## src/source/sd_cmd_consts.svh

```systemverilog
`ifndef SD_CMD_CONSTS_SVH
`define SD_CMD_CONSTS_SVH

// frame lengths on the CMD line, in bits
`define SD_CMD_LEN 48
`define SD_RSP_LONG_LEN 136

// cycles allowed between arm and the card's start bit
`define SD_NCR_MAX 64

// indices answered with a 136-bit R2 response
`define SD_IDX_ALL_SEND_CID 6'd2
`define SD_IDX_SEND_CSD 6'd9
`define SD_IDX_SEND_CID 6'd10

`endif

```

## src/source/sd_cmd_pkg.sv

```systemverilog
`default_nettype none

package sd_cmd_pkg;

	// short response, right aligned in the 136-bit word
	typedef struct packed {
		logic [87:0] unused;
		logic start;
		logic dir;
		logic [5:0] index;
		logic [31:0] arg;
		logic [6:0] crc;
		logic end_bit;
	} rsp_short_s;

	// R2 response, CID/CSD carries its own crc inside
	typedef struct packed {
		logic start;
		logic dir;
		logic [5:0] rsvd;
		logic [126:0] cid_csd;
		logic end_bit;
	} rsp_long_s;

	typedef union packed {
		rsp_short_s short_rsp;
		rsp_long_s long_rsp;
	} rsp_word_u;

	typedef enum logic [1:0] {
		IDLE,
		SEND,
		WAIT_RSP,
		REPORT
	} ctrl_state_e;

	// one step of crc7, poly x^7 + x^3 + 1
	function automatic logic [6:0] crc7_next(input logic [6:0] crc, input logic din);
		logic fb;
		fb = crc[6] ^ din;
		return {crc[5:0], 1'b0} ^ {3'b000, fb, 2'b00, fb};
	endfunction

endpackage

`default_nettype wire
```

## src/source/cmd_line_if.sv

```systemverilog
`timescale 1ns/100ps
`default_nettype none

interface cmd_line_if;
	logic tx_start;
	logic [39:0] tx_cmd;
	logic tx_done;
	logic rx_arm;
	logic rx_long;    // valid with rx_arm
	logic rx_abort;
	logic rx_done;
	logic rx_timeout;
	logic rx_crc_bad; // valid with rx_done
	sd_cmd_pkg::rsp_word_u rx_word;

	modport ctrl (
		output tx_start, tx_cmd, rx_arm, rx_long, rx_abort,
		input tx_done, rx_done, rx_timeout, rx_crc_bad, rx_word
	);
	modport tx (input tx_start, tx_cmd, output tx_done);
	modport rx (
		input rx_arm, rx_long, rx_abort,
		output rx_done, rx_timeout, rx_crc_bad, rx_word
	);
	// read only view for protocol checks
	modport mon (
		input tx_start, tx_cmd, tx_done, rx_arm, rx_long, rx_abort,
		input rx_done, rx_timeout, rx_crc_bad, rx_word
	);
endinterface

`default_nettype wire

```

## src/source/cmd_deserializer.sv

```systemverilog
`timescale 1ns/100ps
`default_nettype none

`include "sd_cmd_consts.svh"

module cmd_deserializer (
	input logic sd_clock,
	input logic rst_n,
	cmd_line_if.rx line,
	input logic cmd_in,
	input logic timeout_enable
);
	localparam logic [7:0] SHORT_LAST = 8'(`SD_CMD_LEN - 1);
	localparam logic [7:0] LONG_LAST = 8'(`SD_RSP_LONG_LEN - 1);
	localparam logic [7:0] CRC_SPAN = 8'(`SD_CMD_LEN - 8); // bits covered by crc7
	localparam logic [6:0] NCR_LAST = 7'(`SD_NCR_MAX - 1);

	logic hunt_q;  // armed, looking for start bit
	logic recv_q;
	logic long_q;
	logic to_en_q;
	logic done_q;
	logic timeout_q;
	logic [6:0] wait_q;
	logic [7:0] cnt_q;
	logic [6:0] crc_q;
	logic [7:0] last_bit;
	sd_cmd_pkg::rsp_word_u word_q;

	assign last_bit = long_q ? LONG_LAST : SHORT_LAST;

	always_ff @(posedge sd_clock) begin
		if (!rst_n) begin
			hunt_q <= 1'b0;
			recv_q <= 1'b0;
			long_q <= 1'b0;
			to_en_q <= 1'b0;
			done_q <= 1'b0;
			timeout_q <= 1'b0;
			wait_q <= '0;
			cnt_q <= '0;
			crc_q <= '0;
		end else begin
			done_q <= 1'b0;
			timeout_q <= 1'b0;
			if (line.rx_abort) begin
				hunt_q <= 1'b0;
				recv_q <= 1'b0;
			end else if (line.rx_arm) begin
				hunt_q <= 1'b1;
				recv_q <= 1'b0;
				long_q <= line.rx_long;
				to_en_q <= timeout_enable; // taken with the arm
				wait_q <= '0;
			end else if (hunt_q) begin
				if (!cmd_in) begin
					// start bit counts as bit 0
					hunt_q <= 1'b0;
					recv_q <= 1'b1;
					cnt_q <= 8'd1;
					crc_q <= sd_cmd_pkg::crc7_next(7'd0, 1'b0);
				end else if (to_en_q && wait_q == NCR_LAST) begin
					hunt_q <= 1'b0;
					timeout_q <= 1'b1;
				end else begin
					wait_q <= wait_q + 7'd1;
				end
			end else if (recv_q) begin
				cnt_q <= cnt_q + 8'd1;
				if (cnt_q < CRC_SPAN)
					crc_q <= sd_cmd_pkg::crc7_next(crc_q, cmd_in);
				if (cnt_q == last_bit) begin
					recv_q <= 1'b0;
					done_q <= 1'b1;
				end
			end
		end
	end

	// cleared on arm so short responses come out zero extended
	always_ff @(posedge sd_clock) begin
		if (line.rx_arm)
			word_q <= '0;
		else if (recv_q)
			word_q <= {word_q[134:0], cmd_in};
	end

	assign line.rx_done = done_q;
	assign line.rx_timeout = timeout_q;
	assign line.rx_word = word_q;
	// R2 crc lives inside cid/csd, only short frames are checked
	assign line.rx_crc_bad = !long_q &&
		((word_q.short_rsp.crc != crc_q) || !word_q.short_rsp.end_bit);

endmodule

`default_nettype wire

```

## src/source/cmd_phys.sv

```systemverilog
`timescale 1ns/100ps
`default_nettype none

module cmd_phys (
	input logic sd_clock,
	input logic rst_n,
	// host side
	input logic strobe_in,
	input logic ack_in,
	input logic idle_in,
	input logic timeout_enable,
	input logic [39:0] cmd_to_send,
	output logic ack_out,
	output logic strobe_out,
	output logic command_timeout,
	output logic crc_error,
	output logic [135:0] response,
	// card side, pad lives outside
	input logic cmd_in,
	output logic cmd_out,
	output logic cmd_oe
);
	cmd_line_if line ();

	cmd_phys_controller u_ctrl (
		.sd_clock(sd_clock),
		.rst_n(rst_n),
		.strobe_in(strobe_in),
		.ack_in(ack_in),
		.idle_in(idle_in),
		.timeout_enable(timeout_enable),
		.cmd_to_send(cmd_to_send),
		.ack_out(ack_out),
		.strobe_out(strobe_out),
		.command_timeout(command_timeout),
		.crc_error(crc_error),
		.response(response),
		.line(line.ctrl)
	);

	cmd_serializer u_tx (
		.sd_clock(sd_clock),
		.rst_n(rst_n),
		.line(line.tx),
		.cmd_out(cmd_out),
		.cmd_oe(cmd_oe)
	);

	cmd_deserializer u_rx (
		.sd_clock(sd_clock),
		.rst_n(rst_n),
		.line(line.rx),
		.cmd_in(cmd_in),
		.timeout_enable(timeout_enable)
	);

endmodule

`default_nettype wire

```

## src/source/cmd_phys_controller.sv

```systemverilog
`timescale 1ns/100ps
`default_nettype none

`include "sd_cmd_consts.svh"

module cmd_phys_controller (
	input logic sd_clock,
	input logic rst_n,
	input logic strobe_in,
	input logic ack_in,
	input logic idle_in,
	input logic timeout_enable,
	input logic [39:0] cmd_to_send,
	output logic ack_out,
	output logic strobe_out,
	output logic command_timeout,
	output logic crc_error,
	output logic [135:0] response,
	cmd_line_if.ctrl line
);
	sd_cmd_pkg::ctrl_state_e state_q;
	sd_cmd_pkg::rsp_word_u resp_q;
	logic [39:0] cmd_q;
	logic [5:0] cmd_idx;
	logic is_long;
	logic long_q;
	logic start_q;
	logic arm_q;
	logic abort_q;

	assign cmd_idx = cmd_to_send[37:32];
	assign is_long = (cmd_idx == `SD_IDX_ALL_SEND_CID) ||
		(cmd_idx == `SD_IDX_SEND_CSD) || (cmd_idx == `SD_IDX_SEND_CID);

	always_ff @(posedge sd_clock) begin
		if (!rst_n) begin
			state_q <= sd_cmd_pkg::IDLE;
			resp_q <= '0;
			long_q <= 1'b0;
			ack_out <= 1'b0;
			strobe_out <= 1'b0;
			command_timeout <= 1'b0;
			crc_error <= 1'b0;
			start_q <= 1'b0;
			arm_q <= 1'b0;
			abort_q <= 1'b0;
		end else begin
			ack_out <= 1'b0;
			start_q <= 1'b0;
			arm_q <= 1'b0;
			abort_q <= idle_in;
			if (idle_in) begin
				// forced back to idle from anywhere
				state_q <= sd_cmd_pkg::IDLE;
				resp_q <= '0;
				strobe_out <= 1'b0;
				command_timeout <= 1'b0;
				crc_error <= 1'b0;
			end else begin
				case (state_q)
					sd_cmd_pkg::IDLE: begin
						if (strobe_in) begin
							state_q <= sd_cmd_pkg::SEND;
							ack_out <= 1'b1;
							start_q <= 1'b1;
							long_q <= is_long;
						end
					end
					sd_cmd_pkg::SEND: begin
						if (line.tx_done) begin
							state_q <= sd_cmd_pkg::WAIT_RSP;
							arm_q <= 1'b1;
						end
					end
					sd_cmd_pkg::WAIT_RSP: begin
						if (line.rx_done) begin
							state_q <= sd_cmd_pkg::REPORT;
							resp_q <= line.rx_word;
							crc_error <= line.rx_crc_bad;
							command_timeout <= 1'b0;
							strobe_out <= 1'b1;
						end else if (line.rx_timeout && timeout_enable) begin
							state_q <= sd_cmd_pkg::REPORT;
							resp_q <= '0; // nothing came back
							crc_error <= 1'b0;
							command_timeout <= 1'b1;
							strobe_out <= 1'b1;
						end
					end
					sd_cmd_pkg::REPORT: begin
						// hold everything until the host acks
						if (ack_in) begin
							state_q <= sd_cmd_pkg::IDLE;
							resp_q <= '0;
							strobe_out <= 1'b0;
							command_timeout <= 1'b0;
							crc_error <= 1'b0;
						end
					end
					default: state_q <= sd_cmd_pkg::IDLE;
				endcase
			end
		end
	end

	// command latched at accept, held for the serializer load
	always_ff @(posedge sd_clock) begin
		if (state_q == sd_cmd_pkg::IDLE && strobe_in && !idle_in)
			cmd_q <= cmd_to_send;
	end

	assign line.tx_start = start_q;
	assign line.tx_cmd = cmd_q;
	assign line.rx_arm = arm_q;
	assign line.rx_long = long_q;
	assign line.rx_abort = abort_q;
	assign response = resp_q;

endmodule

`default_nettype wire

```

## src/source/cmd_serializer.sv

```systemverilog
`timescale 1ns/100ps
`default_nettype none

`include "sd_cmd_consts.svh"

module cmd_serializer (
	input logic sd_clock,
	input logic rst_n,
	cmd_line_if.tx line,
	output logic cmd_out,
	output logic cmd_oe
);
	localparam logic [5:0] LAST_BIT = 6'(`SD_CMD_LEN - 1);
	// last bit of start/dir/index/arg, crc covers up to here
	localparam logic [5:0] LAST_PAYLOAD = 6'(`SD_CMD_LEN - 9);

	logic [47:0] shift_q;
	logic [5:0] cnt_q;
	logic [6:0] crc_q;
	logic oe_q;
	logic [6:0] crc_nxt;

	assign crc_nxt = sd_cmd_pkg::crc7_next(crc_q, shift_q[47]);

	always_ff @(posedge sd_clock) begin
		if (!rst_n) begin
			oe_q <= 1'b0;
			cnt_q <= '0;
			crc_q <= '0;
		end else if (line.tx_start) begin
			oe_q <= 1'b1;
			cnt_q <= '0;
			crc_q <= '0;
		end else if (oe_q) begin
			cnt_q <= cnt_q + 6'd1;
			if (cnt_q == LAST_BIT)
				oe_q <= 1'b0;
			if (cnt_q <= LAST_PAYLOAD)
				crc_q <= crc_nxt;
		end
	end

	// frame shifter, msb goes out first
	always_ff @(posedge sd_clock) begin
		if (line.tx_start) begin
			shift_q <= {line.tx_cmd, 8'h01};
		end else if (oe_q) begin
			if (cnt_q == LAST_PAYLOAD)
				shift_q <= {crc_nxt, 1'b1, 40'd0}; // splice crc and end bit in
			else
				shift_q <= {shift_q[46:0], 1'b0};
		end
	end

	assign cmd_oe = oe_q;
	assign cmd_out = oe_q ? shift_q[47] : 1'b1; // line idles high
	assign line.tx_done = oe_q && (cnt_q == LAST_BIT);

endmodule

`default_nettype wire

```

## config.mk

```make
export PLATFORM = sky130hd
export DESIGN_NAME = cmd_phys
export DESIGN_NICKNAME = d
export VERILOG_FILES = /design/src/source/sd_cmd_pkg.sv /design/src/source/cmd_line_if.sv /design/src/source/cmd_deserializer.sv /design/src/source/cmd_phys.sv /design/src/source/cmd_phys_controller.sv /design/src/source/cmd_serializer.sv
export VERILOG_INCLUDE_DIRS = /design/src /design/src/source
export SDC_FILE = /design/constraint.sdc
export NUM_CORES = 1
export LEC_CHECK = 0
export BUFFER_PORTS_ARGS = -buffer_cell sky130_fd_sc_hd__buf_4
export CAP_MARGIN = 5
export CORE_MARGIN = 8
export CORE_UTILIZATION = 40
export CTS_BUF_LIST = sky130_fd_sc_hd__clkbuf_8
export DETAILED_ROUTE_END_ITERATION = 7
export MAX_ROUTING_LAYER = met4
export PLACE_DENSITY = 0.58
export SLEW_MARGIN = 20
export SYNTH_ARGS = -nofsm -noshare
export SYNTH_HDL_FRONTEND = slang
export SYNTH_HIERARCHICAL = 1
export SYNTH_SLANG_ARGS = --single-unit
export TNS_END_PERCENT = 10
```

## constraint.sdc

```tcl
create_clock -name sd_clock -period 9.06 [get_ports sd_clock]
set_clock_uncertainty 0.1 [all_clocks]
set_input_delay 2.265 -clock sd_clock [delete_from_list [all_inputs] [get_ports sd_clock]]
set_output_delay 2.265 -clock sd_clock [all_outputs]
set_load 0.005 [all_outputs]
```

==> metrics.md, run 1 <==
| Metric | Value |
|---|---|
| Buf/Inv on CP | `3` |
| Filler instances | `3841` |
| Crit path max fanout | `40` |
| Post-cts repair resize count | `0` |
| Number of buffers between clock root and the deepest sink | `3` |
| Number of distinct library cells after synthesis | `68` |
| Number of rows in the core area | `74` |
| Pins over their slew limit | `0` |
| Post-layout minimum cycle time | `3.98 ns` |
| Finish-stage setup viols | `0` |
| Outcome | `completed` |
| Die width | `219 um` |
| Average size of a mapped cell | `10.5 sq um` |
| Most frequently used flop master after synthesis | `sky130_fd_sc_hd__dfxtp_1` |
| Cell count after placement | `2199` |
| Pin count of the biggest net entering global routing | `92` |
| Post-route cell area | `0.0196 sq mm` |
| Worst-case headroom to the max-slew limit | `32.7%` |
| Busiest metal layer after global routing | `met2` |
| Cell class contributing the biggest share of worst-path delay | `buffers and inverters` |
| Number of remaining DRC errors | `0` |
| Area of combinational cells with multiple inputs | `0.00689 sq mm` |
| Final RePlAce weighted congestion | `0.744` |
| Met3 track utilization from global routing | `3.44%` |
| VDD IR max | `0.0000864 V` |
| Maximum level of the CTS H-tree | `3` |
| Fraction of the yosys area taken by sequential cells | `54.7%` |
| Count of placed standard cells in the final layout, fillers left out | `2331` |
| Detailed-routing iteration count for the pre-antenna-repair pass | `4` |
| Top-area cell type share of the netlist area | `40.2%` |
| Cells after synthesis | `1571` |
| Final hold slack | `0.363 ns` |
| Number of warnings printed during yosys synthesis | `6` |
| Element type at the critical path start | `input port` |
| Unrepaired setup endpoints after global routing | `false` |
| Clock tree root buffer cell | `sky130_fd_sc_hd__clkbuf_8` |
| Global routing usage on met2 | `23.4%` |
| Crit-path cells | `buf_4, nand2_1, a211oi_4, buf_4, buf_4, mux2i_1, nor2_1` |
| Required time of the critical path | `9.40 ns` |
| Number of antenna violations at the first check in global routing | `0` |
| Element type at the critical path end | `register` |
| End-of-flow core utilization | `48.2%` |
| Via count of the first global-routing pass | `11.4k` |
| Worst setup timing slack at the placement stage | `4.43 ns` |
| Average detailed-routed wire length per instance | `16.1 um` |
| Setup bufs post-CTS | `0` |
| Clock insertion delay at the later pin of the skew report | `0.59 ns` |
| Data arrival time at the worst-slack endpoint | `4.33 ns` |
| Post-placement cell area | `0.0182 sq mm` |
| Final Hold Fails | `0` |
| Sum of overflow across all layers after global routing | `0` |
| Transition at the pin with the smallest max-transition slack | `1.01 ns` |
| Fraction of final layout cells with drive strength greater than 1 | `18.1%` |
| Storage cell area | `0.00904 sq mm` |
| Number of nets with antenna violations after routing | `0` |
| Total GRT Usage | `15.6%` |
| Dominant cell type by area after synthesis | `sky130_fd_sc_hd__dfxtp_1` |
| LEAKAGE | `7.42 nW` |
| Hold buffer count at CTS | `0` |
| Async set or reset register ratio after synthesis | `0%` |
| Wire length of the first global-routing pass | `60400 um` |
| Final WL | `37400 um` |
| Most used cells in the layout excluding fill and tap cells | `328 x sky130_fd_sc_hd__dfxtp_1, 300 x sky130_fd_sc_hd__nor2_1, 276 x sky130_fd_sc_hd__mux2i_1` |
| Core region area | `0.0407 sq mm` |
| Top-level port count | `189` |
| Number of enable-type register cells in the synthesized netlist | `80` |
| Via Count | `11.4k` |
| Die outline height | `219 um` |
| Total CTS buffers | `73` |
| Number of diodes | `0` |
| Final setup margin | `5.08 ns` |
| Most used cell along the critical path | `sky130_fd_sc_hd__buf_4` |
| Synthesized flop and latch total | `411` |
| Via density per instance | `4.89` |
| Most common library cell in the layout ignoring fill and taps | `sky130_fd_sc_hd__dfxtp_1` |
| Total power divided by cell area | `188 mW/mm^2` |
| Initial standard-cell utilization of the core | `40.5%` |
| Half-perimeter wire length of the detailed placement result | `22600 um` |
| # port buffers | `188` |
| CTS tree | `yes` |
| Reg clk slew, reported paths | `0.05 ns` |
| Layout overhead on the synthesized area | `18.9%` |
| Crit-path slowest cell | `sky130_fd_sc_hd__buf_4` |
| Setup TNS | `0 ns` |
| Path type of the worst min-delay path | `register to register` |
| Grt met1 use | `20.8%` |
| Netlist area before placement | `0.0165 sq mm` |
| Post-synthesis net count | `1626` |
| Final critical-path share of the clock period | `44.0%` |
| Max-Cap Viols | `0` |
| Power Total | `3.69 mW` |
| Number of violations reported at the end of detailed-routing iteration 0 | `760` |
| Top cells by area, synth | `sky130_fd_sc_hd__dfxtp_1 40%, sky130_fd_sc_hd__mux2i_1 17%, sky130_fd_sc_hd__edfxtp_1 15%` |
| CP Class | `input port to register` |
| Clock sinks | `411` |
| Die Outline Area | `0.0480 sq mm` |
| Fmax achieved | `0.251 GHz` |
| Final nets | `1797` |
| Critical path's largest stage delay | `0.67 ns` |
## power by group
part | internal (mW) | switching, mW | total, mW
Clock | 0.934 | 0.747 | 1.68
Sequential | 1.89 | 0.00914 | 1.90
Combinational | 0.0385 | 0.0659 | 0.104
Total | 2.87 | 0.822 | 3.69
## sequential cells by signal (all words and copies together) (netlist names), 2 cells and up
name	count
u_ctrl/response	136
u_rx/line.rx_word	136
u_tx/shift_q	48
u_ctrl/line.tx_cmd	40
u_rx/cnt_q	8
u_rx/crc_q	7
u_rx/wait_q	7
u_tx/crc_q	7
u_tx/cnt_q	6
u_ctrl/state_q	2
## cell type report
cell class                      count  share of cell area (%)
Inverter                           16                   0.306
Clock inverter                     37                   0.759
Tap cell                          532                    3.39
Timing Repair Buffer              202                    7.73
Multi-Input combinational cell   1038                    35.1
Sequential cell                   411                    46.1
Clock buffer                       95                    6.66
## kinds of logic (layout without fill, tap and decap cells)
kind of cell / after synthesis / after routing / synth area share (%)
AO/OA/AOI/OAI: 126 / 126 / 5.19
XOR/XNOR: 21 / 21 / 1.20
adder cells (fa/ha/maj): 8 / 8 / 0.607
buffers and inverters: 122 / 350 / 3.74
flip-flops: 411 / 411 / 54.7
multiplexers: 276 / 276 / 16.7
AND/OR/NAND/NOR: 607 / 607 / 17.8
## cells in the mapped netlist (4+ instances only)
master	count
sky130_fd_sc_hd__buf_2	25
sky130_fd_sc_hd__ha_1	8
sky130_fd_sc_hd__nand3b_1	4
sky130_fd_sc_hd__o211ai_1	16
sky130_fd_sc_hd__nand2_1	64
sky130_fd_sc_hd__a211oi_1	4
sky130_fd_sc_hd__nand3_1	12
sky130_fd_sc_hd__nand4_1	5
sky130_fd_sc_hd__nor2_1	301
sky130_fd_sc_hd__dfxtp_1	331
sky130_fd_sc_hd__o311ai_1	4
sky130_fd_sc_hd__and2_1	139
sky130_fd_sc_hd__nor3_1	9
sky130_fd_sc_hd__a21oi_1	20
sky130_fd_sc_hd__edfxtp_1	80
sky130_fd_sc_hd__buf_1	6
sky130_fd_sc_hd__nand2b_1	38
sky130_fd_sc_hd__mux2i_1	276
sky130_fd_sc_hd__o21a_1	5
sky130_fd_sc_hd__o21ai_0	40
sky130_fd_sc_hd__xnor2_1	10
sky130_fd_sc_hd__buf_6	15
sky130_fd_sc_hd__clkbuf_1	54
sky130_fd_sc_hd__a31oi_1	4
sky130_fd_sc_hd__a22o_1	7
sky130_fd_sc_hd__nor4_1	6
sky130_fd_sc_hd__inv_1	16
sky130_fd_sc_hd__nor2b_1	5
sky130_fd_sc_hd__xor2_1	10
## worst register-to-register path, stage by stage, from the launching register on
cell,delay (ns)
sky130_fd_sc_hd__dfxtp_1,0.38
sky130_fd_sc_hd__inv_1,0.10
sky130_fd_sc_hd__ha_1,0.25
sky130_fd_sc_hd__nor2b_1,0.19
sky130_fd_sc_hd__a211oi_4,0.26
sky130_fd_sc_hd__buf_4,0.56
sky130_fd_sc_hd__buf_4,0.70
sky130_fd_sc_hd__mux2i_1,0.31
sky130_fd_sc_hd__nor2_1,0.06
## path summary, 6_finish.rpt
check,startpoint,slack (ns),cells past startpoint,end
max,timeout_enable,5.08,7,u_ctrl/response[55]
min,u_tx/shift_q[3],0.36,2,u_tx/shift_q[3]
max reg2reg,u_ctrl/state_q[0],6.01,8,u_ctrl/response[55]
min reg2reg,u_tx/shift_q[3],0.36,2,u_tx/shift_q[3]
## per-layer routing
layer / share of wire (%) / wire, um
met4: 1.9 / 701
met5: 0 / 0
met3: 4.7 / 1770
met2: 44 / 16600
met1: 49 / 18300
No activity file was read; power rests on OpenSTA's default activity.
==> run 2, diff against run 1 <==
ABC_AREA = 1   (was unset)
clock period = 4.1 ns   (was 9.06 ns; I/O delays follow)
==> run 2 against run 1 <==
Effect of this change: global-route usage increased by 1.9 points; non-clock buffer count increased by 5; via count increased by 20%; clock power increased by 120%; largest cell class unchanged; core utilization decreased by 0.13 points; sequential power increased by 140%; critical endpoint is now u_ctrl/response[13]; synthesized cell count increased by 37%; routed wire length increased by 11%; combinational power increased to 6.8 times the previous value; final cell count increased by 24%; die area increased by 0.30%; register-to-register slack got worse by 4.7 ns.
==> metrics.md, run 2 <==
| Metric | Value |
|---|---|
| Net switching power figure | `2.22 mW` |
| Final critical-path share of the clock period | `67.1%` |
| Internal power consumption | `6.69 mW` |
| Final WL | `41400 um` |
| Number of buffers between clock root and the deepest sink | `3` |
| Post-layout minimum cycle time | `2.75 ns` |
| Number of rows in the core area | `74` |
| Via density per instance | `4.75` |
| Max-Cap Viols | `0` |
| Maximum level of the CTS H-tree | `3` |
| Sum of overflow across all layers after global routing | `0` |
| Netlist area before placement | `0.0166 sq mm` |
| Total CTS buffers | `72` |
| Transition at the pin with the smallest max-transition slack | `1.09 ns` |
| VDD IR max | `0.000224 V` |
| Number of diodes | `0` |
| Async set or reset register ratio after synthesis | `0%` |
| Die width | `219 um` |
| Fraction of final layout cells with drive strength greater than 1 | `14.5%` |
| Final nets | `2357` |
| Fraction of the yosys area taken by sequential cells | `54.5%` |
| Element type at the critical path end | `register` |
| Setup bufs post-CTS | `0` |
| Layout overhead on the synthesized area | `18.5%` |
| Crit-path slowest cell | `sky130_fd_sc_hd__nand3_4` |
| Core region area | `0.0408 sq mm` |
| Die outline height | `219 um` |
| Most used cells in the layout excluding fill and tap cells | `460 x sky130_fd_sc_hd__nor2_1, 443 x sky130_fd_sc_hd__nand2_1, 330 x sky130_fd_sc_hd__dfxtp_1` |
| Number of violations reported at the end of detailed-routing iteration 0 | `983` |
| Final RePlAce weighted congestion | `0.786` |
| Total power divided by cell area | `455 mW/mm^2` |
| Power Total | `8.92 mW` |
| CTS tree | `yes` |
| Synthesized flop and latch total | `411` |
| Post-cts repair resize count | `0` |
| Critical path's largest stage delay | `0.67 ns` |
| Clock tree root buffer cell | `sky130_fd_sc_hd__clkbuf_8` |
| LEAKAGE | `9.26 nW` |
| Reg clk slew, reported paths | `0.06 ns` |
| Filler instances | `4077` |
| Path type of the worst min-delay path | `register to register` |
| Worst-case headroom to the max-slew limit | `27.1%` |
| Number of nets with antenna violations after routing | `0` |
| # port buffers | `188` |
| Initial standard-cell utilization of the core | `40.5%` |
| Element type at the critical path start | `register` |
| Clock insertion delay at the later pin of the skew report | `0.60 ns` |
| Comb pwr share | `8.0%` |
| Most used cell along the critical path | `sky130_fd_sc_hd__nand2_1` |
| Via Count | `13.7k` |
| Most frequently used flop master after synthesis | `sky130_fd_sc_hd__dfxtp_1` |
| Most common library cell in the layout ignoring fill and taps | `sky130_fd_sc_hd__nor2_1` |
| Number of warnings printed during yosys synthesis | `6` |
| Crit-path cells | `inv_1, ha_1, nand3_2, nand3_4, buf_12, nand2_1, nand2_1, nor2_1` |
| Crit path max fanout | `74` |
| Pin count of the biggest net entering global routing | `141` |
| Via count of the first global-routing pass | `13.3k` |
| Number of enable-type register cells in the synthesized netlist | `80` |
| Average size of a mapped cell | `7.71 sq um` |
| Finish-stage setup viols | `0` |
| Clock sinks | `411` |
| Pins over their slew limit | `0` |
| Outcome | `completed` |
| Die Outline Area | `0.0482 sq mm` |
| Detailed-routing iteration count for the pre-antenna-repair pass | `4` |
| Cells after synthesis | `2147` |
| Half-perimeter wire length of the detailed placement result | `25500 um` |
| Most common cell in the netlist | `sky130_fd_sc_hd__nor2_1` |
| Required time of the critical path | `4.53 ns` |
| Fmax achieved | `0.364 GHz` |
| Number of remaining DRC errors | `0` |
| Dominant cell type by area after synthesis | `sky130_fd_sc_hd__dfxtp_1` |
| Data arrival time at the worst-slack endpoint | `3.18 ns` |
| Clock share of power | `41.0%` |
| Commonest cells in the netlist | `462 x sky130_fd_sc_hd__nor2_1, 443 x sky130_fd_sc_hd__nand2_1, 331 x sky130_fd_sc_hd__dfxtp_1, 215 x sky130_fd_sc_hd__inv_1, 159 x sky130_fd_sc_hd__o21ai_0` |
| Post-synthesis net count | `2202` |
| Unrepaired setup endpoints after global routing | `false` |
| Hold buffer count at CTS | `0` |
| Wire length of the first global-routing pass | `67700 um` |
| Net switching fraction of the power | `24.9%` |
| Top cells by area, synth | `sky130_fd_sc_hd__dfxtp_1 40%, sky130_fd_sc_hd__edfxtp_1 15%, sky130_fd_sc_hd__nor2_1 10%` |
| Number of distinct library cells after synthesis | `39` |
| Total GRT Usage | `17.5%` |
| Number of antenna violations at the first check in global routing | `0` |
| Top-area cell type share of the netlist area | `40.0%` |
| Top-level port count | `189` |
| Setup TNS | `0 ns` |
| Source of the worst register-to-register timing path | `u_ctrl/state_q[0]` |
| Final Hold Fails | `0` |
| Critical Path Source | `u_ctrl/state_q[0]` |
| Sequential cell fraction of total power | `51.1%` |
| Worst hold path startpoint | `u_tx/shift_q[0]` |
| Worst reg-to-reg setup slack | `1.35 ns` |
| CP Class | `register to register` |
| Average detailed-routed wire length per instance | `14.4 um` |
-- run 2: cell types whose count changed after synthesis, moves of 37 or more --
cell and delta:
sky130_fd_sc_hd__nand2b_1 -38, sky130_fd_sc_hd__inv_1 +199, sky130_fd_sc_hd__nand2_1 +379, sky130_fd_sc_hd__a21oi_1 +131
sky130_fd_sc_hd__mux2i_1 -276, sky130_fd_sc_hd__nor2_1 +161, sky130_fd_sc_hd__and2_1 -139, sky130_fd_sc_hd__nand3_1 +37
sky130_fd_sc_hd__o21ai_0 +119
-- run 2: power by group through the flow --
stage | clock (mW) | sequential, mW | combinational, mW
2_1_floorplan | 0 | 4.59 | 0.491
3_3_place_gp | 0 | 4.63 | 0.695
3_5_place_dp | 0 | 4.64 | 0.714
4_1_cts | 3.81 | 4.55 | 0.720
5_1_grt | 3.98 | 4.59 | 0.820
6_report | 3.65 | 4.55 | 0.709
-- run 2: critical path, delay by kind of cell, from the launching register on --
kind / cells / cell delay (ns)
adders and majority gates: 1 / 0.28
and+or+nand+nor: 5 / 1.32
DFF: 1 / 0.37
buffers and inverters: 2 / 0.54
-- run 2: logic make-up after synthesis --
logic type      count (synthesis)  synth area share [%]
simple gates                 1015                  24.7
compound gates                358                  11.0
xor+xnor                        5                 0.265
buf+inv                       350                  8.93
flops                         411                  54.5
fa+ha+maj                       8                 0.605
-- run 2: layout make-up --
class | count | area (sq um) | area share (%)
multi-input combinational | 1386 | 6060 | 30.9
inverter | 224 | 847 | 4.32
timing repair buffer | 207 | 1600 | 8.18
tap | 532 | 666 | 3.39
clock inverter | 39 | 216 | 1.10
sequential | 411 | 9030 | 46.1
clock buffer | 86 | 1180 | 6.04
-- run 2: final timing paths --
kind                            cells after the start                   to
worst max-delay path                                8  u_ctrl/response[13]
worst min-delay path                                2      u_tx/shift_q[0]
worst max register to register                      8  u_ctrl/response[13]
worst min register to register                      2      u_tx/shift_q[0]
-- run 2: metrics by stage --
stage               area (sq um)  setup slack (ns)  hold slack [ns]  std cells  utilization [%]
CTS                        19600              1.37            0.357       2885             48.0
global route               19600              1.12            0.379       2885             48.0
detailed placement         18200             0.873            0.345       2760             44.6
floorplan                  16600              1.66            0.320       2147                -
finish                     19600              1.35            0.352       2885             48.0
global placement           18200             0.916            0.337       2760             44.6
-- run 2: metal layers --
layer  share of wire, %  vias to the layer above  GRT usage [%]
met5                  0                        -              -
li1                   -                     7051              -
met3                4.1                       80           3.36
met4                3.2                        0           6.41
met1                 48                     6317           22.4
met2                 45                      255           27.3
